==> config.mk <==
export PLATFORM = sky130hd
export DESIGN_NAME = tsc_cpu
export DESIGN_NICKNAME = d
export VERILOG_FILES = /design/src/hw/tsc_pkg.sv /design/src/hw/mem_port.sv /design/src/hw/register_file.sv /design/src/hw/alu.sv /design/src/hw/control_fsm.sv /design/src/hw/datapath.sv /design/src/hw/output_port.sv /design/src/hw/tsc_cpu.sv
export VERILOG_INCLUDE_DIRS = /design/src /design/src/include
export SDC_FILE = /design/constraint.sdc
export NUM_CORES = 1
export LEC_CHECK = 0
export ABC_AREA = 1
export BUFFER_PORTS_ARGS = -buffer_cell sky130_fd_sc_hd__buf_4
export CAP_MARGIN = 25
export CORE_MARGIN = 2
export CORE_UTILIZATION = 40
export CTS_CLUSTER_DIAMETER = 150
export DETAILED_ROUTE_END_ITERATION = 7
export PLACE_DENSITY = 0.63
export SLEW_MARGIN = 10
export SYNTH_ARGS = -nofsm -noshare
export SYNTH_HDL_FRONTEND = slang
export SYNTH_SLANG_ARGS = --single-unit
==> constraint.sdc <==
create_clock -name clk -period 5.78 [get_ports clk]
set_clock_uncertainty 0.15 [all_clocks]
set_input_delay 1.156 -clock clk [delete_from_list [all_inputs] [get_ports clk]]
set_output_delay 1.156 -clock clk [all_outputs]
set_load 0.01 [all_outputs]
==> src/include/tsc_defs.svh <==
`ifndef TSC_DEFS_SVH
`define TSC_DEFS_SVH

`define TSC_WORD_SIZE   16
`define TSC_REG_BITS    2
`define TSC_MEM_DEPTH   256

// Instruction field positions
`define TSC_OPCODE_HI   15
`define TSC_OPCODE_BITS 4
`define TSC_RS_HI       11
`define TSC_RT_HI       9
`define TSC_RD_HI       7
`define TSC_FUNC_BITS   6
`define TSC_IMM_BITS    8
`define TSC_TARGET_BITS 12

`endif

==> src/hw/tsc_pkg.sv <==
`include "tsc_defs.svh"

package tsc_pkg;

	typedef enum logic [`TSC_OPCODE_BITS-1:0] {
		OP_BNE   = 4'd0,
		OP_BEQ   = 4'd1,
		OP_ADI   = 4'd4,
		OP_LWD   = 4'd7,
		OP_SWD   = 4'd8,
		OP_JMP   = 4'd9,
		OP_RTYPE = 4'd15
	} opcode_e;

	typedef enum logic [`TSC_FUNC_BITS-1:0] {
		FN_ADD = 6'd0,
		FN_SUB = 6'd1,
		FN_AND = 6'd2,
		FN_ORR = 6'd3,
		FN_NOT = 6'd4,
		FN_WWD = 6'd28,
		FN_HLT = 6'd29
	} func_e;

	typedef enum logic [2:0] {
		ALU_ADD,
		ALU_SUB,
		ALU_AND,
		ALU_OR,
		ALU_NOT,
		ALU_PASS_B,
		ALU_CMP
	} alu_op_e;

	typedef enum logic [2:0] {
		FETCH,
		DECODE,
		EXEC,
		MEM,
		WB,
		OUT,
		HALT
	} state_e;

	typedef struct packed {
		logic                      write;
		logic [`TSC_WORD_SIZE-1:0] addr;
		logic [`TSC_WORD_SIZE-1:0] wdata;
	} mem_req_t;

	typedef struct packed {
		logic [`TSC_WORD_SIZE-1:0] rdata;
	} mem_rsp_t;

	// seq is the completed instruction count when WWD ran
	typedef struct packed {
		logic [`TSC_WORD_SIZE-1:0] value;
		logic [`TSC_WORD_SIZE-1:0] seq;
	} out_word_t;

endpackage

==> src/hw/mem_port.sv <==
`timescale 1ns/1ps
`include "tsc_defs.svh"

module mem_port (
	input  logic                      clk,
	input  logic                      reset_n,
	input  logic                      start,
	input  tsc_pkg::mem_req_t         req_in,
	output logic                      done,
	output logic [`TSC_WORD_SIZE-1:0] rdata,
	output logic                      mem_req,
	output tsc_pkg::mem_req_t         mem_req_data,
	input  logic                      mem_ack,
	input  tsc_pkg::mem_rsp_t         mem_rsp
);

	typedef enum logic [1:0] {
		MP_IDLE,
		MP_WAIT_HI,
		MP_WAIT_LO
	} hs_state_e;

	hs_state_e state;

	always_ff @(posedge clk) begin
		if (!reset_n) begin
			state   <= MP_IDLE;
			mem_req <= 1'b0;
		end else begin
			case (state)
				MP_IDLE: if (start) begin
					mem_req <= 1'b1;
					state   <= MP_WAIT_HI;
				end
				MP_WAIT_HI: if (mem_ack) begin
					mem_req <= 1'b0;
					state   <= MP_WAIT_LO;
				end
				MP_WAIT_LO: if (!mem_ack) begin
					state <= MP_IDLE;
				end
				default: state <= MP_IDLE;
			endcase
		end
	end

	// Request held from start, read word kept after done
	always_ff @(posedge clk) begin
		if (state == MP_IDLE && start)
			mem_req_data <= req_in;
		if (state == MP_WAIT_HI && mem_ack)
			rdata <= mem_rsp.rdata;
	end

	assign done = (state == MP_WAIT_LO) && !mem_ack;

	a_start_idle: assert property (@(posedge clk) disable iff (!reset_n)
		start |-> state == MP_IDLE);

	a_req_stable: assert property (@(posedge clk) disable iff (!reset_n)
		mem_req && $past(mem_req) |-> $stable(mem_req_data));

endmodule

==> src/hw/register_file.sv <==
`timescale 1ns/1ps
`include "tsc_defs.svh"

module register_file (
	input  logic                      clk,
	input  logic                      reset_n,
	input  logic [`TSC_REG_BITS-1:0]  rs,
	input  logic [`TSC_REG_BITS-1:0]  rt,
	input  logic [`TSC_REG_BITS-1:0]  wr_idx,
	input  logic [`TSC_WORD_SIZE-1:0] wr_data,
	input  logic                      wr_en,
	output logic [`TSC_WORD_SIZE-1:0] rs_data,
	output logic [`TSC_WORD_SIZE-1:0] rt_data
);

	logic [`TSC_WORD_SIZE-1:0] regs [1<<`TSC_REG_BITS];

	always_ff @(posedge clk) begin
		if (!reset_n) begin
			for (int i = 0; i < (1 << `TSC_REG_BITS); i++)
				regs[i] <= '0;
		end else if (wr_en) begin
			regs[wr_idx] <= wr_data;
		end
	end

	assign rs_data = regs[rs];
	assign rt_data = regs[rt];

endmodule

==> src/hw/alu.sv <==
`timescale 1ns/1ps
`include "tsc_defs.svh"

module alu (
	input  logic [`TSC_WORD_SIZE-1:0] a,
	input  logic [`TSC_WORD_SIZE-1:0] b,
	input  tsc_pkg::alu_op_e          op,
	output logic [`TSC_WORD_SIZE-1:0] result,
	output logic                      equal
);

	import tsc_pkg::*;

	always_comb begin
		case (op)
			ALU_ADD:    result = a + b;
			ALU_SUB,
			ALU_CMP:    result = a - b;
			ALU_AND:    result = a & b;
			ALU_OR:     result = a | b;
			ALU_NOT:    result = ~a;
			ALU_PASS_B: result = b;
			default:    result = '0;
		endcase
	end

	// Branch condition for BEQ and BNE
	assign equal = (a == b);

endmodule

==> src/hw/control_fsm.sv <==
`timescale 1ns/1ps

module control_fsm (
	input  logic               clk,
	input  logic               reset_n,
	input  tsc_pkg::opcode_e   opcode,
	input  tsc_pkg::func_e     func,
	input  logic               equal,
	input  logic               mem_done,
	input  logic               out_busy,
	output logic               mem_start,
	output logic               mem_write,
	output logic               addr_from_alu,
	output logic               ir_load,
	output logic               mdr_load,
	output logic               pc_load,
	output logic [1:0]         pc_src,
	output logic               alu_a_pc,
	output logic [1:0]         alu_b_sel,
	output tsc_pkg::alu_op_e   alu_op,
	output logic               reg_write,
	output logic               wr_from_mem,
	output logic               wr_to_rt,
	output logic               inst_done,
	output logic               out_start,
	output logic               halted
);

	import tsc_pkg::*;

	localparam logic [1:0] PC_ALU    = 2'd0;
	localparam logic [1:0] PC_ALUOUT = 2'd1;
	localparam logic [1:0] PC_JUMP   = 2'd2;
	localparam logic [1:0] B_REG     = 2'd0;
	localparam logic [1:0] B_ONE     = 2'd1;
	localparam logic [1:0] B_IMM     = 2'd2;

	state_e state;
	state_e next_state;
	logic   mem_pending;
	logic   alu_func;

	// R-type functions that go through EXEC and WB
	assign alu_func = func inside {FN_ADD, FN_SUB, FN_AND, FN_ORR, FN_NOT};

	always_ff @(posedge clk) begin
		if (!reset_n) begin
			state       <= FETCH;
			mem_pending <= 1'b0;
		end else begin
			state <= next_state;
			if (mem_done)
				mem_pending <= 1'b0;
			else if (mem_start)
				mem_pending <= 1'b1;
		end
	end

	always_comb begin
		next_state    = state;
		mem_start     = 1'b0;
		mem_write     = 1'b0;
		addr_from_alu = 1'b0;
		ir_load       = 1'b0;
		mdr_load      = 1'b0;
		pc_load       = 1'b0;
		pc_src        = PC_ALU;
		alu_a_pc      = 1'b0;
		alu_b_sel     = B_REG;
		alu_op        = ALU_PASS_B;
		reg_write     = 1'b0;
		wr_from_mem   = opcode == OP_LWD;
		wr_to_rt      = opcode != OP_RTYPE;
		inst_done     = 1'b0;
		out_start     = 1'b0;
		case (state)
			FETCH: begin
				mem_start = !mem_pending;
				// PC+1 written back as the word arrives
				alu_a_pc  = 1'b1;
				alu_b_sel = B_ONE;
				alu_op    = ALU_ADD;
				if (mem_done) begin
					ir_load    = 1'b1;
					pc_load    = 1'b1;
					next_state = DECODE;
				end
			end
			DECODE: begin
				// Branch target into ALUOut
				alu_a_pc  = 1'b1;
				alu_b_sel = B_IMM;
				alu_op    = ALU_ADD;
				next_state = EXEC;
				if (opcode == OP_RTYPE) begin
					if (func == FN_WWD) begin
						next_state = OUT;
					end else if (func == FN_HLT) begin
						inst_done  = 1'b1;
						next_state = HALT;
					end else if (!alu_func) begin
						inst_done  = 1'b1;
						next_state = FETCH;
					end
				end else if (!(opcode inside {OP_BNE, OP_BEQ, OP_ADI, OP_LWD, OP_SWD,
						OP_JMP})) begin
					inst_done  = 1'b1;
					next_state = FETCH;
				end
			end
			EXEC: begin
				case (opcode)
					OP_RTYPE: begin
						case (func)
							FN_SUB:  alu_op = ALU_SUB;
							FN_AND:  alu_op = ALU_AND;
							FN_ORR:  alu_op = ALU_OR;
							FN_NOT:  alu_op = ALU_NOT;
							default: alu_op = ALU_ADD;
						endcase
						next_state = WB;
					end
					OP_ADI, OP_LWD, OP_SWD: begin
						alu_b_sel  = B_IMM;
						alu_op     = ALU_ADD;
						next_state = (opcode == OP_ADI) ? WB : MEM;
					end
					OP_BEQ, OP_BNE: begin
						alu_op     = ALU_CMP;
						pc_src     = PC_ALUOUT;
						pc_load    = (opcode == OP_BEQ) ? equal : !equal;
						inst_done  = 1'b1;
						next_state = FETCH;
					end
					default: begin
						pc_src     = PC_JUMP;
						pc_load    = 1'b1;
						inst_done  = 1'b1;
						next_state = FETCH;
					end
				endcase
			end
			MEM: begin
				// Keep the address computation in place
				alu_b_sel     = B_IMM;
				alu_op        = ALU_ADD;
				addr_from_alu = 1'b1;
				mem_write     = opcode == OP_SWD;
				mem_start     = !mem_pending;
				if (mem_done) begin
					if (opcode == OP_LWD) begin
						mdr_load   = 1'b1;
						next_state = WB;
					end else begin
						inst_done  = 1'b1;
						next_state = FETCH;
					end
				end
			end
			WB: begin
				reg_write  = 1'b1;
				inst_done  = 1'b1;
				next_state = FETCH;
			end
			OUT: if (!out_busy) begin
				out_start  = 1'b1;
				inst_done  = 1'b1;
				next_state = FETCH;
			end
			HALT: next_state = HALT;
			default: next_state = FETCH;
		endcase
	end

	assign halted = (state == HALT);

	a_mem_start_state: assert property (@(posedge clk) disable iff (!reset_n)
		mem_start |-> state inside {FETCH, MEM});

endmodule

==> src/hw/datapath.sv <==
`timescale 1ns/1ps
`include "tsc_defs.svh"

module datapath (
	input  logic                      clk,
	input  logic                      reset_n,
	input  logic                      mem_write,
	input  logic                      addr_from_alu,
	input  logic                      ir_load,
	input  logic                      mdr_load,
	input  logic                      pc_load,
	input  logic [1:0]                pc_src,
	input  logic                      alu_a_pc,
	input  logic [1:0]                alu_b_sel,
	input  tsc_pkg::alu_op_e          alu_op,
	input  logic                      reg_write,
	input  logic                      wr_from_mem,
	input  logic                      wr_to_rt,
	input  logic                      inst_done,
	input  logic [`TSC_WORD_SIZE-1:0] mem_rdata,
	output tsc_pkg::mem_req_t         mem_req_out,
	output tsc_pkg::opcode_e          opcode,
	output tsc_pkg::func_e            func,
	output logic                      equal,
	output logic [`TSC_WORD_SIZE-1:0] wwd_value,
	output logic [`TSC_WORD_SIZE-1:0] num_inst
);

	import tsc_pkg::*;

	logic [`TSC_WORD_SIZE-1:0] pc;
	logic [`TSC_WORD_SIZE-1:0] ir;
	logic [`TSC_WORD_SIZE-1:0] mdr;
	logic [`TSC_WORD_SIZE-1:0] a_reg;
	logic [`TSC_WORD_SIZE-1:0] b_reg;
	logic [`TSC_WORD_SIZE-1:0] alu_out;
	logic [`TSC_WORD_SIZE-1:0] inst_count;
	logic [`TSC_WORD_SIZE-1:0] rs_data;
	logic [`TSC_WORD_SIZE-1:0] rt_data;
	logic [`TSC_WORD_SIZE-1:0] alu_a;
	logic [`TSC_WORD_SIZE-1:0] alu_b;
	logic [`TSC_WORD_SIZE-1:0] alu_result;
	logic [`TSC_WORD_SIZE-1:0] imm_ext;
	logic [`TSC_WORD_SIZE-1:0] jump_target;
	logic [`TSC_WORD_SIZE-1:0] pc_next;
	logic [`TSC_WORD_SIZE-1:0] wr_data;
	logic [`TSC_REG_BITS-1:0]  rs_idx;
	logic [`TSC_REG_BITS-1:0]  rt_idx;
	logic [`TSC_REG_BITS-1:0]  rd_idx;
	logic [`TSC_REG_BITS-1:0]  wr_idx;

	assign opcode = opcode_e'(ir[`TSC_OPCODE_HI -: `TSC_OPCODE_BITS]);
	assign func   = func_e'(ir[`TSC_FUNC_BITS-1:0]);
	assign rs_idx = ir[`TSC_RS_HI -: `TSC_REG_BITS];
	assign rt_idx = ir[`TSC_RT_HI -: `TSC_REG_BITS];
	assign rd_idx = ir[`TSC_RD_HI -: `TSC_REG_BITS];

	assign imm_ext = {{(`TSC_WORD_SIZE - `TSC_IMM_BITS){ir[`TSC_IMM_BITS-1]}},
		ir[`TSC_IMM_BITS-1:0]};
	assign jump_target = {pc[`TSC_WORD_SIZE-1:`TSC_TARGET_BITS], ir[`TSC_TARGET_BITS-1:0]};

	always_comb begin
		case (alu_b_sel)
			2'd0:    alu_b = b_reg;
			2'd1:    alu_b = `TSC_WORD_SIZE'(1);
			default: alu_b = imm_ext;
		endcase
		case (pc_src)
			2'd0:    pc_next = alu_result;
			2'd1:    pc_next = alu_out;
			default: pc_next = jump_target;
		endcase
	end

	assign alu_a   = alu_a_pc ? pc : a_reg;
	assign wr_idx  = wr_to_rt ? rt_idx : rd_idx;
	assign wr_data = wr_from_mem ? mdr : alu_out;

	always_ff @(posedge clk) begin
		if (!reset_n) begin
			pc         <= '0;
			inst_count <= '0;
		end else begin
			if (pc_load)
				pc <= pc_next;
			if (inst_done)
				inst_count <= inst_count + 1'b1;
		end
	end

	// Inter-state registers, A, B and ALUOut follow every cycle
	always_ff @(posedge clk) begin
		if (ir_load)
			ir <= mem_rdata;
		if (mdr_load)
			mdr <= mem_rdata;
		a_reg   <= rs_data;
		b_reg   <= rt_data;
		alu_out <= alu_result;
	end

	assign mem_req_out.write = mem_write;
	assign mem_req_out.addr  = addr_from_alu ? alu_out : pc;
	assign mem_req_out.wdata = b_reg;

	assign wwd_value = a_reg;
	assign num_inst  = inst_count;

	register_file u_regs (
		.clk     (clk),
		.reset_n (reset_n),
		.rs      (rs_idx),
		.rt      (rt_idx),
		.wr_idx  (wr_idx),
		.wr_data (wr_data),
		.wr_en   (reg_write),
		.rs_data (rs_data),
		.rt_data (rt_data)
	);

	alu u_alu (
		.a      (alu_a),
		.b      (alu_b),
		.op     (alu_op),
		.result (alu_result),
		.equal  (equal)
	);

endmodule

==> src/hw/output_port.sv <==
`timescale 1ns/1ps
`include "tsc_defs.svh"

module output_port (
	input  logic                      clk,
	input  logic                      reset_n,
	input  logic                      start,
	input  logic [`TSC_WORD_SIZE-1:0] value,
	input  logic [`TSC_WORD_SIZE-1:0] seq,
	output logic                      busy,
	output logic                      out_req,
	output tsc_pkg::out_word_t        out_data,
	input  logic                      out_ack
);

	typedef enum logic [1:0] {
		PORT_IDLE,
		PORT_WAIT_HI,
		PORT_WAIT_LO
	} port_state_e;

	port_state_e state;

	always_ff @(posedge clk) begin
		if (!reset_n) begin
			state   <= PORT_IDLE;
			out_req <= 1'b0;
		end else begin
			case (state)
				PORT_IDLE: if (start) begin
					out_req <= 1'b1;
					state   <= PORT_WAIT_HI;
				end
				PORT_WAIT_HI: if (out_ack) begin
					out_req <= 1'b0;
					state   <= PORT_WAIT_LO;
				end
				PORT_WAIT_LO: if (!out_ack) begin
					state <= PORT_IDLE;
				end
				default: state <= PORT_IDLE;
			endcase
		end
	end

	always_ff @(posedge clk) begin
		if (state == PORT_IDLE && start) begin
			out_data.value <= value;
			out_data.seq   <= seq;
		end
	end

	// Busy until the outside has released ack
	assign busy = (state != PORT_IDLE);

	a_data_stable: assert property (@(posedge clk) disable iff (!reset_n)
		out_req && $past(out_req) |-> $stable(out_data));

endmodule

==> src/hw/tsc_cpu.sv <==
`timescale 1ns/1ps
`include "tsc_defs.svh"

module tsc_cpu (
	input  logic                      clk,
	input  logic                      reset_n,
	output logic                      mem_req,
	output tsc_pkg::mem_req_t         mem_req_data,
	input  logic                      mem_ack,
	input  tsc_pkg::mem_rsp_t         mem_rsp,
	output logic                      out_req,
	output tsc_pkg::out_word_t        out_data,
	input  logic                      out_ack,
	output logic [`TSC_WORD_SIZE-1:0] num_inst,
	output logic                      is_halted
);

	import tsc_pkg::*;

	logic                      mem_start;
	logic                      mem_done;
	logic [`TSC_WORD_SIZE-1:0] mem_rdata;
	mem_req_t                  mem_req_int;
	logic                      mem_write;
	logic                      addr_from_alu;
	logic                      ir_load;
	logic                      mdr_load;
	logic                      pc_load;
	logic [1:0]                pc_src;
	logic                      alu_a_pc;
	logic [1:0]                alu_b_sel;
	alu_op_e                   alu_op;
	logic                      reg_write;
	logic                      wr_from_mem;
	logic                      wr_to_rt;
	logic                      inst_done;
	opcode_e                   opcode;
	func_e                     func;
	logic                      equal;
	logic                      out_start;
	logic                      out_busy;
	logic [`TSC_WORD_SIZE-1:0] wwd_value;

	mem_port u_mem_port (
		.clk          (clk),
		.reset_n      (reset_n),
		.start        (mem_start),
		.req_in       (mem_req_int),
		.done         (mem_done),
		.rdata        (mem_rdata),
		.mem_req      (mem_req),
		.mem_req_data (mem_req_data),
		.mem_ack      (mem_ack),
		.mem_rsp      (mem_rsp)
	);

	control_fsm u_ctrl (
		.clk           (clk),
		.reset_n       (reset_n),
		.opcode        (opcode),
		.func          (func),
		.equal         (equal),
		.mem_done      (mem_done),
		.out_busy      (out_busy),
		.mem_start     (mem_start),
		.mem_write     (mem_write),
		.addr_from_alu (addr_from_alu),
		.ir_load       (ir_load),
		.mdr_load      (mdr_load),
		.pc_load       (pc_load),
		.pc_src        (pc_src),
		.alu_a_pc      (alu_a_pc),
		.alu_b_sel     (alu_b_sel),
		.alu_op        (alu_op),
		.reg_write     (reg_write),
		.wr_from_mem   (wr_from_mem),
		.wr_to_rt      (wr_to_rt),
		.inst_done     (inst_done),
		.out_start     (out_start),
		.halted        (is_halted)
	);

	datapath u_dp (
		.clk           (clk),
		.reset_n       (reset_n),
		.mem_write     (mem_write),
		.addr_from_alu (addr_from_alu),
		.ir_load       (ir_load),
		.mdr_load      (mdr_load),
		.pc_load       (pc_load),
		.pc_src        (pc_src),
		.alu_a_pc      (alu_a_pc),
		.alu_b_sel     (alu_b_sel),
		.alu_op        (alu_op),
		.reg_write     (reg_write),
		.wr_from_mem   (wr_from_mem),
		.wr_to_rt      (wr_to_rt),
		.inst_done     (inst_done),
		.mem_rdata     (mem_rdata),
		.mem_req_out   (mem_req_int),
		.opcode        (opcode),
		.func          (func),
		.equal         (equal),
		.wwd_value     (wwd_value),
		.num_inst      (num_inst)
	);

	output_port u_out_port (
		.clk      (clk),
		.reset_n  (reset_n),
		.start    (out_start),
		.value    (wwd_value),
		.seq      (num_inst),
		.busy     (out_busy),
		.out_req  (out_req),
		.out_data (out_data),
		.out_ack  (out_ack)
	);

endmodule

==> run metrics, run 1 <==
Hold Path Depth=0; final HPWL from detailed placement=around 32000 um; setup TNS=0 ns; overall die width=189.7 um; data required time at the worst endpoint=~6 ns; upper clock frequency limit=~200 MHz; PnR Total Power=5.520 mW; worst reg2reg path depth=20; ANT nets after route=0; FF-to-FF Start=u_dp.ir[15]; Synth Register Bits=267; leakage=6.854 nW; final hold slack=just under 0.3 ns; cts hold-fix bufs=0; clk sinks=267; HP Class=flop to flop; number of I/O port buffers=about 100; RSZ-0062 raised after global routing=false; number of global-route vias before repair=about 11000; total I/O pin count=104; max_slew headroom=0.3054; leading area contributor after synthesis=edfxtp_1; CTS clk-pin slew, worst paths=around 0.06 ns; Worst VDD drop=179.5 uV; # rows=68; CP cell instances=inv_1 > nand4_2 > nand2_1 > nor2_1 > nand2_1 > nand2_1 > nand2_1 > nand2_1 > ha_1 > inv_1 > nand2_1 > nor3_1 > nand4_1 > xor2_1 > nand2_1 > nand2_1 > nand2_1 > nand2_1 > a21oi_1 > a21oi_2; Async S/R FF share, synth=0; CP max FO=25; fraction of layout cells with a size suffix above 1=0.1224; area of the multi-input gates=5628 um^2; hold violation total from the final report=0; drt drc=0; register area share after synthesis=0.5161; Slew Viols, Final=0; vias per std cell=~5.3; crit end category=flop; final RePlAce weighted congestion=just over 0.9; period utilisation layout=0.8483; Starting DRT DRC Count=1122; Fillers=~3300; prevailing post-synth register cell=edfxtp_1; die footprint=about 36000 um^2; vias=between 10000 and 15000; startpoint types=flop; reg-to-reg endpoint=u_dp.pc[14]; Mapped Cells=1639; critical setup path kind=flop to flop; worst path arrival time=~5.2 ns; Antenna diodes=0; TritonCTS clock tree=built; top-area cell type share of the netlist area=0.3854; Largest regs=u_dp.u_regs.regs (64), u_mem_port.mem_req_data (33), u_out_port.out_data (32); R2R setup slack=0.88 ns; Reg area=between 7000 and 8000 um^2; fin nets=1801; Reg with most FFs=u_dp.u_regs.regs; status=completed; pwr dens=about 350 nW/um^2; H-tree Lvls=1; # Post-CTS Setup Buffers=0; final-report setup violation count=0; initial core utilization=0.4022; Area growth syn-to-layout=15.61%; Max stage delay cell, worst path=nand2_1; max FFs per register=64; pin count of the biggest net entering global routing=35; Worst Hold End=u_mem_port.mem_req_data[9]; setup slack after layout=slightly below 0.9 ns; clock latency on the worst-skew pair=0.56 ns; minimum clock period=4.903 ns; Total GRT Usage=0.2341; DR pass1 iterations=5; syn avg cell area=8.414 um^2; syn nets=around 1700; cell mode on critical path=nand2_1; crit-path max cell delay=about 0.60 ns; CTS max path bufs=3; Hold Crit Start=u_dp.b_reg[9]; synth top area cells=edfxtp_1 39%, dfxtp_1 13%, nand2_1 9.0%; CTS root buf=clkbuf_16; synth cell count leaders=330 x nand2_1, 249 x nor2_1, 200 x inv_1; Worst Setup SP=u_dp.ir[15]; mapped cell area=roughly 14000 um^2; final WL=approximately 43000 um; Synth cell types=44; GRT overflow=0; most frequent cell after synthesis=nand2_1; Die Y=189.7 um; total CTS buffers=30; worst-margin pin slew=between 1 and 1.5 ns; first-pass GRT wire length=roughly 64000 um; Post-synth EDFFs=between 150 and 200; total of max-cap violations=0; core box area=34290 um^2; wire length per cell=19.47 um; Yosys warning count=0; post_cts resized=0; initial antenna violation count=2; dpl ws=~0.97 ns
-- critical path: cells and delay by family (launching register included) --
family / cells / cell delay [ns]
fa+ha+maj: 1 / 0.41
flops: 1 / 0.45
xor+xnor: 1 / 0.20
compound gates: 2 / 0.29
buf+inv: 2 / 0.29
simple gates: 14 / 3.01
-- report_power, final --
group | total [mW] | switching (mW) | internal, mW | leakage, nW
combinational | 1.29 | 0.863 | 0.429 | 3.93
sequential | 2.38 | 0.135 | 2.24 | 2.46
clock | 1.85 | 0.790 | 1.06 | 0.464
total | 5.52 | 1.79 | 3.73 | 6.85
-- logic make-up after synthesis --
logic type	synth area share
fa+ha+maj	0.05190
flops	0.5161
xor+xnor	0.01016
buf+inv	0.07703
compound gates	0.09300
simple gates	0.2519
-- cells in the final DEF (no fill, tap or decap), types with 54 or more instances in the layout --
cell	Yosys	layout
nor2_1	249	249
nand2_1	330	330
dfxtp_1	90	90
o21ai_0	127	127
a21oi_1	57	57
nand3_1	64	64
edfxtp_1	177	177
inv_1	200	200
buf_4	0	115
ha_1	54	54
-- per-layer routing --
layer	vias up	routed length [um]	global-route usage
li1	5597	-	-
met1	5660	19030	0.3295
met2	450	19540	0.3733
met3	67	2858	0.02933
met4	0	1483	0.08140
met5	-	0	0
-- layout make-up --
cell class	count	share of cell area
timing repair buffer	116	0.05588
clock inverter	12	0.007142
inverter	208	0.04897
sequential	267	0.4464
clock buffer	44	0.05290
tap	455	0.03571
multi-input combinational	1102	0.3530
-- worst max-delay path by stage --
stage / depth (start not counted) / end
2_1_floorplan: 8 / u_mem_port.mem_req
3_3_place_gp: 20 / u_dp.pc[14]
3_5_place_dp: 20 / u_dp.pc[14]
4_1_cts: 20 / u_dp.pc[14]
5_1_grt: 20 / u_dp.pc[14]
6_report: 20 / u_dp.pc[14]
-- metrics by stage --
stage          instance area (um^2)  cells  utilization
2_1_floorplan                 13790   1639            -
3_3_place_gp                  14960   2147       0.4363
3_5_place_dp                  14960   2147       0.4363
4_1_cts                       15920   2203       0.4642
5_1_grt                       15940   2204       0.4650
6_report                      15940   2204       0.4650
No activity file was read; power rests on OpenSTA's default activity.
==> run 2: changes to the inputs <==
- ABC_AREA: 1 -> 0
- PLACE_DENSITY: 0.63 -> 0.65
- clock period: 5.78 -> 4.4 ns (I/O delays scaled with it)
==> run 2 against run 1 <==
  * Clock power is 34% higher
  * Maximum frequency is 17% higher
  * Sequential share of layout area is 0.67 points lower
  * Die area is 3.3% lower
  * Flip-flop and latch count stayed put
  * Count of clock-buffer cells in the layout is 16 lower
  * Routed wire length is 9.6% lower
  * Hold slack better by 0.0064 ns
  * Core utilization is 3.0 points higher
  * Sequential power is 18% higher
  * Final area is 1.5% higher
  * Register-to-register slack worse by 0.68 ns
==> run metrics, run 2 <==
worst reg2reg path depth=15 (was 20); Slew Viols, Final=0 (unchanged); vias=10100 (was 11770); HP Class=flop to flop (unchanged); clk sinks=267 (unchanged); Area growth syn-to-layout=21.45% (was 15.61%); critical setup path kind=flop to flop (unchanged); Post-synth EDFFs=177 (unchanged); CTS max path bufs=3 (unchanged); max FFs per register=64 (unchanged); Mapped Cells=1153 (was 1639); total I/O pin count=104 (unchanged); final HPWL from detailed placement=28210 um (was 31700 um); Hold Crit Start=u_mem_port.rdata[0] (was u_dp.b_reg[9]); pwr dens=348.5 nW/um^2 (was 346.2 nW/um^2); FF-to-FF Start=u_dp.ir[14] (was u_dp.ir[15]); minimum clock period=4.204 ns (was 4.903 ns); reg-to-reg endpoint=u_dp.pc[12] (was u_dp.pc[14]); final RePlAce weighted congestion=0.9073 (was 0.9272); CP max FO=4 (was 25); hold violation total from the final report=0 (unchanged); setup TNS=0 ns (unchanged); Max stage delay cell, worst path=fa_2 (was nand2_1); Total GRT Usage=0.2155 (was 0.2341); syn avg cell area=11.56 um^2 (was 8.414 um^2); leakage=6.562 nW (was 6.854 nW); Worst Setup SP=u_dp.ir[14] (was u_dp.ir[15]); CTS clk-pin slew, worst paths=0.07 ns (was 0.06 ns); data required time at the worst endpoint=4.69 ns (was 6.08 ns); leading cell types in the layout, fill and taps excluded=191 x buf_4, 177 x edfxtp_1, 123 x nor2_1, 114 x nand2_1, 90 x dfxtp_1 (was 330 x nand2_1, 249 x nor2_1, 200 x inv_1, 177 x edfxtp_1, 127 x o21ai_0); Yosys warning count=0 (unchanged); top-area cell type share of the netlist area=0.3988 (was 0.3854); Reg with most FFs=u_dp.u_regs.regs (unchanged); CP cell instances=and4b_1 > a211oi_2 > a21o_2 > buf_4 > mux2i_2 > inv_1 > fa_2 > a211oi_2 > o21ai_1 > a31oi_1 > a21oi_1 > a221o_1 > a211o_1 > a22oi_1 > a21oi_1 (was inv_1 > nand4_2 > nand2_1 > nor2_1 > nand2_1 > nand2_1 > nand2_1 > nand2_1 > ha_1 > inv_1 > nand2_1 > nor3_1 > nand4_1 > xor2_1 > nand2_1 > nand2_1 > nand2_1 > nand2_1 > a21oi_1 > a21oi_2); dpl ws=-0.009939 ns (was 0.9673 ns); status=completed (unchanged); Placed Area=15040 um^2 (was 14960 um^2); clock latency on the worst-skew pair=0.56 ns (about the same); overall die width=186.5 um (was 189.7 um); CTS root buf=clkbuf_16 (unchanged); post-route cell area=16190 um^2 (was 15940 um^2); crit-path max cell delay=0.44 ns (was 0.60 ns); TritonCTS clock tree=built (unchanged); most common cell after layout, fill and taps aside=buf_4 (was nand2_1); mapped cell area=13330 um^2 (was 13790 um^2); R2R setup slack=0.20 ns (was 0.88 ns); max_slew headroom=0.3601 (was 0.3054); synth cell count leaders=177 x edfxtp_1, 123 x nor2_1, 114 x nand2_1 (was 330 x nand2_1, 249 x nor2_1, 200 x inv_1); crit end category=flop (unchanged); Antenna diodes=0 (unchanged); drt drc=0 (unchanged); number of I/O port buffers=103 (unchanged); total of max-cap violations=0 (unchanged); final-report setup violation count=0 (unchanged); Worst VDD drop=264.0 uV (was 179.5 uV); Synth Register Bits=267 (unchanged); worst path arrival time=4.49 ns (was 5.20 ns); prevailing post-synth register cell=edfxtp_1 (unchanged); ANT nets after route=0 (unchanged); number of global-route vias before repair=9681 (was 10820); Starting DRT DRC Count=1126 (was 1122); H-tree Lvls=1 (unchanged); # rows=66 (was 68); Async S/R FF share, synth=0 (unchanged); fin nets=1387 (was 1801); syn nets=1229 (was 1715); leading area contributor after synthesis=edfxtp_1 (unchanged); pin count of the biggest net entering global routing=31 (was 35); total CTS buffers=28 (was 30); final WL=38780 um (was 42910 um); Die Y=186.5 um (was 189.7 um); setup slack after layout=0.1956 ns (was 0.8769 ns); worst setup path end=u_dp.pc[12] (was u_dp.pc[14]); initial antenna violation count=3 (was 2); first-pass GRT wire length=58240 um (was 64490 um); period utilisation layout=0.9556 (was 0.8483); DR pass1 iterations=6 (was 5); register area share after synthesis=0.5340 (was 0.5161); die footprint=34790 um^2 (was 35980 um^2); vias per std cell=5.688 (was 5.342); synth top area cells=edfxtp_1 40%, dfxtp_1 14%, mux4_2 5.4% (was edfxtp_1 39%, dfxtp_1 13%, nand2_1 9.0%); RSZ-0062 raised after global routing=false (unchanged); worst-margin pin slew=0.9598 ns (was 1.038 ns); Synth cell types=94 (was 44); upper clock frequency limit=237.8 MHz (was 204.0 MHz); wire length per cell=21.85 um (was 19.47 um); Largest regs=u_dp.u_regs.regs (64), u_mem_port.mem_req_data (33), u_out_port.out_data (32) (unchanged); most frequent cell after synthesis=edfxtp_1 (was nand2_1); fraction of layout cells with a size suffix above 1=0.2693 (was 0.1224); startpoint types=flop (unchanged); initial core utilization=0.4075 (was 0.4022); core box area=32700 um^2 (was 34290 um^2); GRT overflow=0 (unchanged)
-- run 2: cell count changes in the layout (fill, tap and decap cells not counted), moves of 12 or more --
| cell | previous run | this run |
|---|---|---|
| a211oi_1 | 3 | 15 |
| a21oi_1 | 57 | 42 |
| buf_4 | 115 | 191 |
| inv_1 | 200 | 65 |
| mux2_2 | 0 | 23 |
| mux4_2 | 0 | 32 |
| nand2_1 | 330 | 114 |
| nand3_1 | 64 | 17 |
| nand4_1 | 46 | 7 |
| nor2_1 | 249 | 123 |
| nor3_1 | 46 | 14 |
| o21ai_0 | 127 | 26 |
| o22ai_1 | 33 | 8 |
| xnor2_1 | 4 | 18 |
-- run 2: repair_timing --
action	in CTS	in global routing
setup buffers	0	3
pin swaps	0	4
endpoints found under the setup margin	2	17
hold buffers	0	0
gates resized for setup	2	33
-- run 2: power breakdown --
part           switching [mW]  total, mW  internal (mW)
clock                    1.05       2.47           1.42
sequential             0.0643       2.82           2.75
combinational           0.194      0.355          0.161
total                    1.30       5.64           4.34
-- run 2: how the worst min path moves through the flow --
stage / to / slack [ns] / cells past startpoint
floorplan: u_out_port.out_data[18] / 0.25 / 0
global placement: u_dp.ir[1] / 0.28 / 0
detailed placement: u_dp.ir[1] / 0.29 / 0
CTS: u_out_port.out_data[23] / 0.30 / 0
global route: u_dp.mdr[0] / 0.31 / 0
finish: u_dp.ir[0] / 0.30 / 0
-- run 2: cells by family (layout without fill, tap and decap cells) --
group,Yosys count,after routing,share of synthesized area
mux,69,69,0.08403
simple gates,362,362,0.1310
buf+inv,133,313,0.04394
fa+ha+maj,56,56,0.05370
flops,267,267,0.5340
xor+xnor,30,30,0.01972
compound gates,236,236,0.1336
-- run 2: through the flow --
stage	hold slack [ns]	utilization	cells	power (mW)
floorplan	0.2544	-	1153	3.031
global placement	0.2771	0.4599	1720	3.196
detailed placement	0.2877	0.4599	1720	3.202
CTS	0.3011	0.4899	1772	5.649
global route	0.3141	0.4949	1775	5.801
finish	0.2983	0.4949	1775	5.641
-- run 2: cell type report --
type / count / area, um^2
Clock buffer: 28 / 700.7
Clock inverter: 24 / 272.8
Fill cell: 2949 / 16520
Inverter: 67 / 251.5
Multi-Input combinational cell: 753 / 5806
Sequential cell: 267 / 7117
Tap cell: 442 / 553.0
Timing Repair Buffer: 194 / 1485
-- run 2: critical path: cells and delay by family, from the launching register on --
kind | cells | cell delay, ns
simple gates | 1 | 0.23
fa+ha+maj | 1 | 0.44
flops | 1 | 0.42
mux | 1 | 0.30
compound gates | 10 | 2.26
buf+inv | 2 | 0.29
-- run 2: per-layer routing --
metal	global-route usage	up-vias	part of all wire	wire, um
met4	0.06074	0	0.026	1009
met1	0.3094	5033	0.44	17010
li1	-	4590	-	-
met3	0.02840	60	0.071	2735
met5	0	-	0	0
met2	0.3433	414	0.46	18020
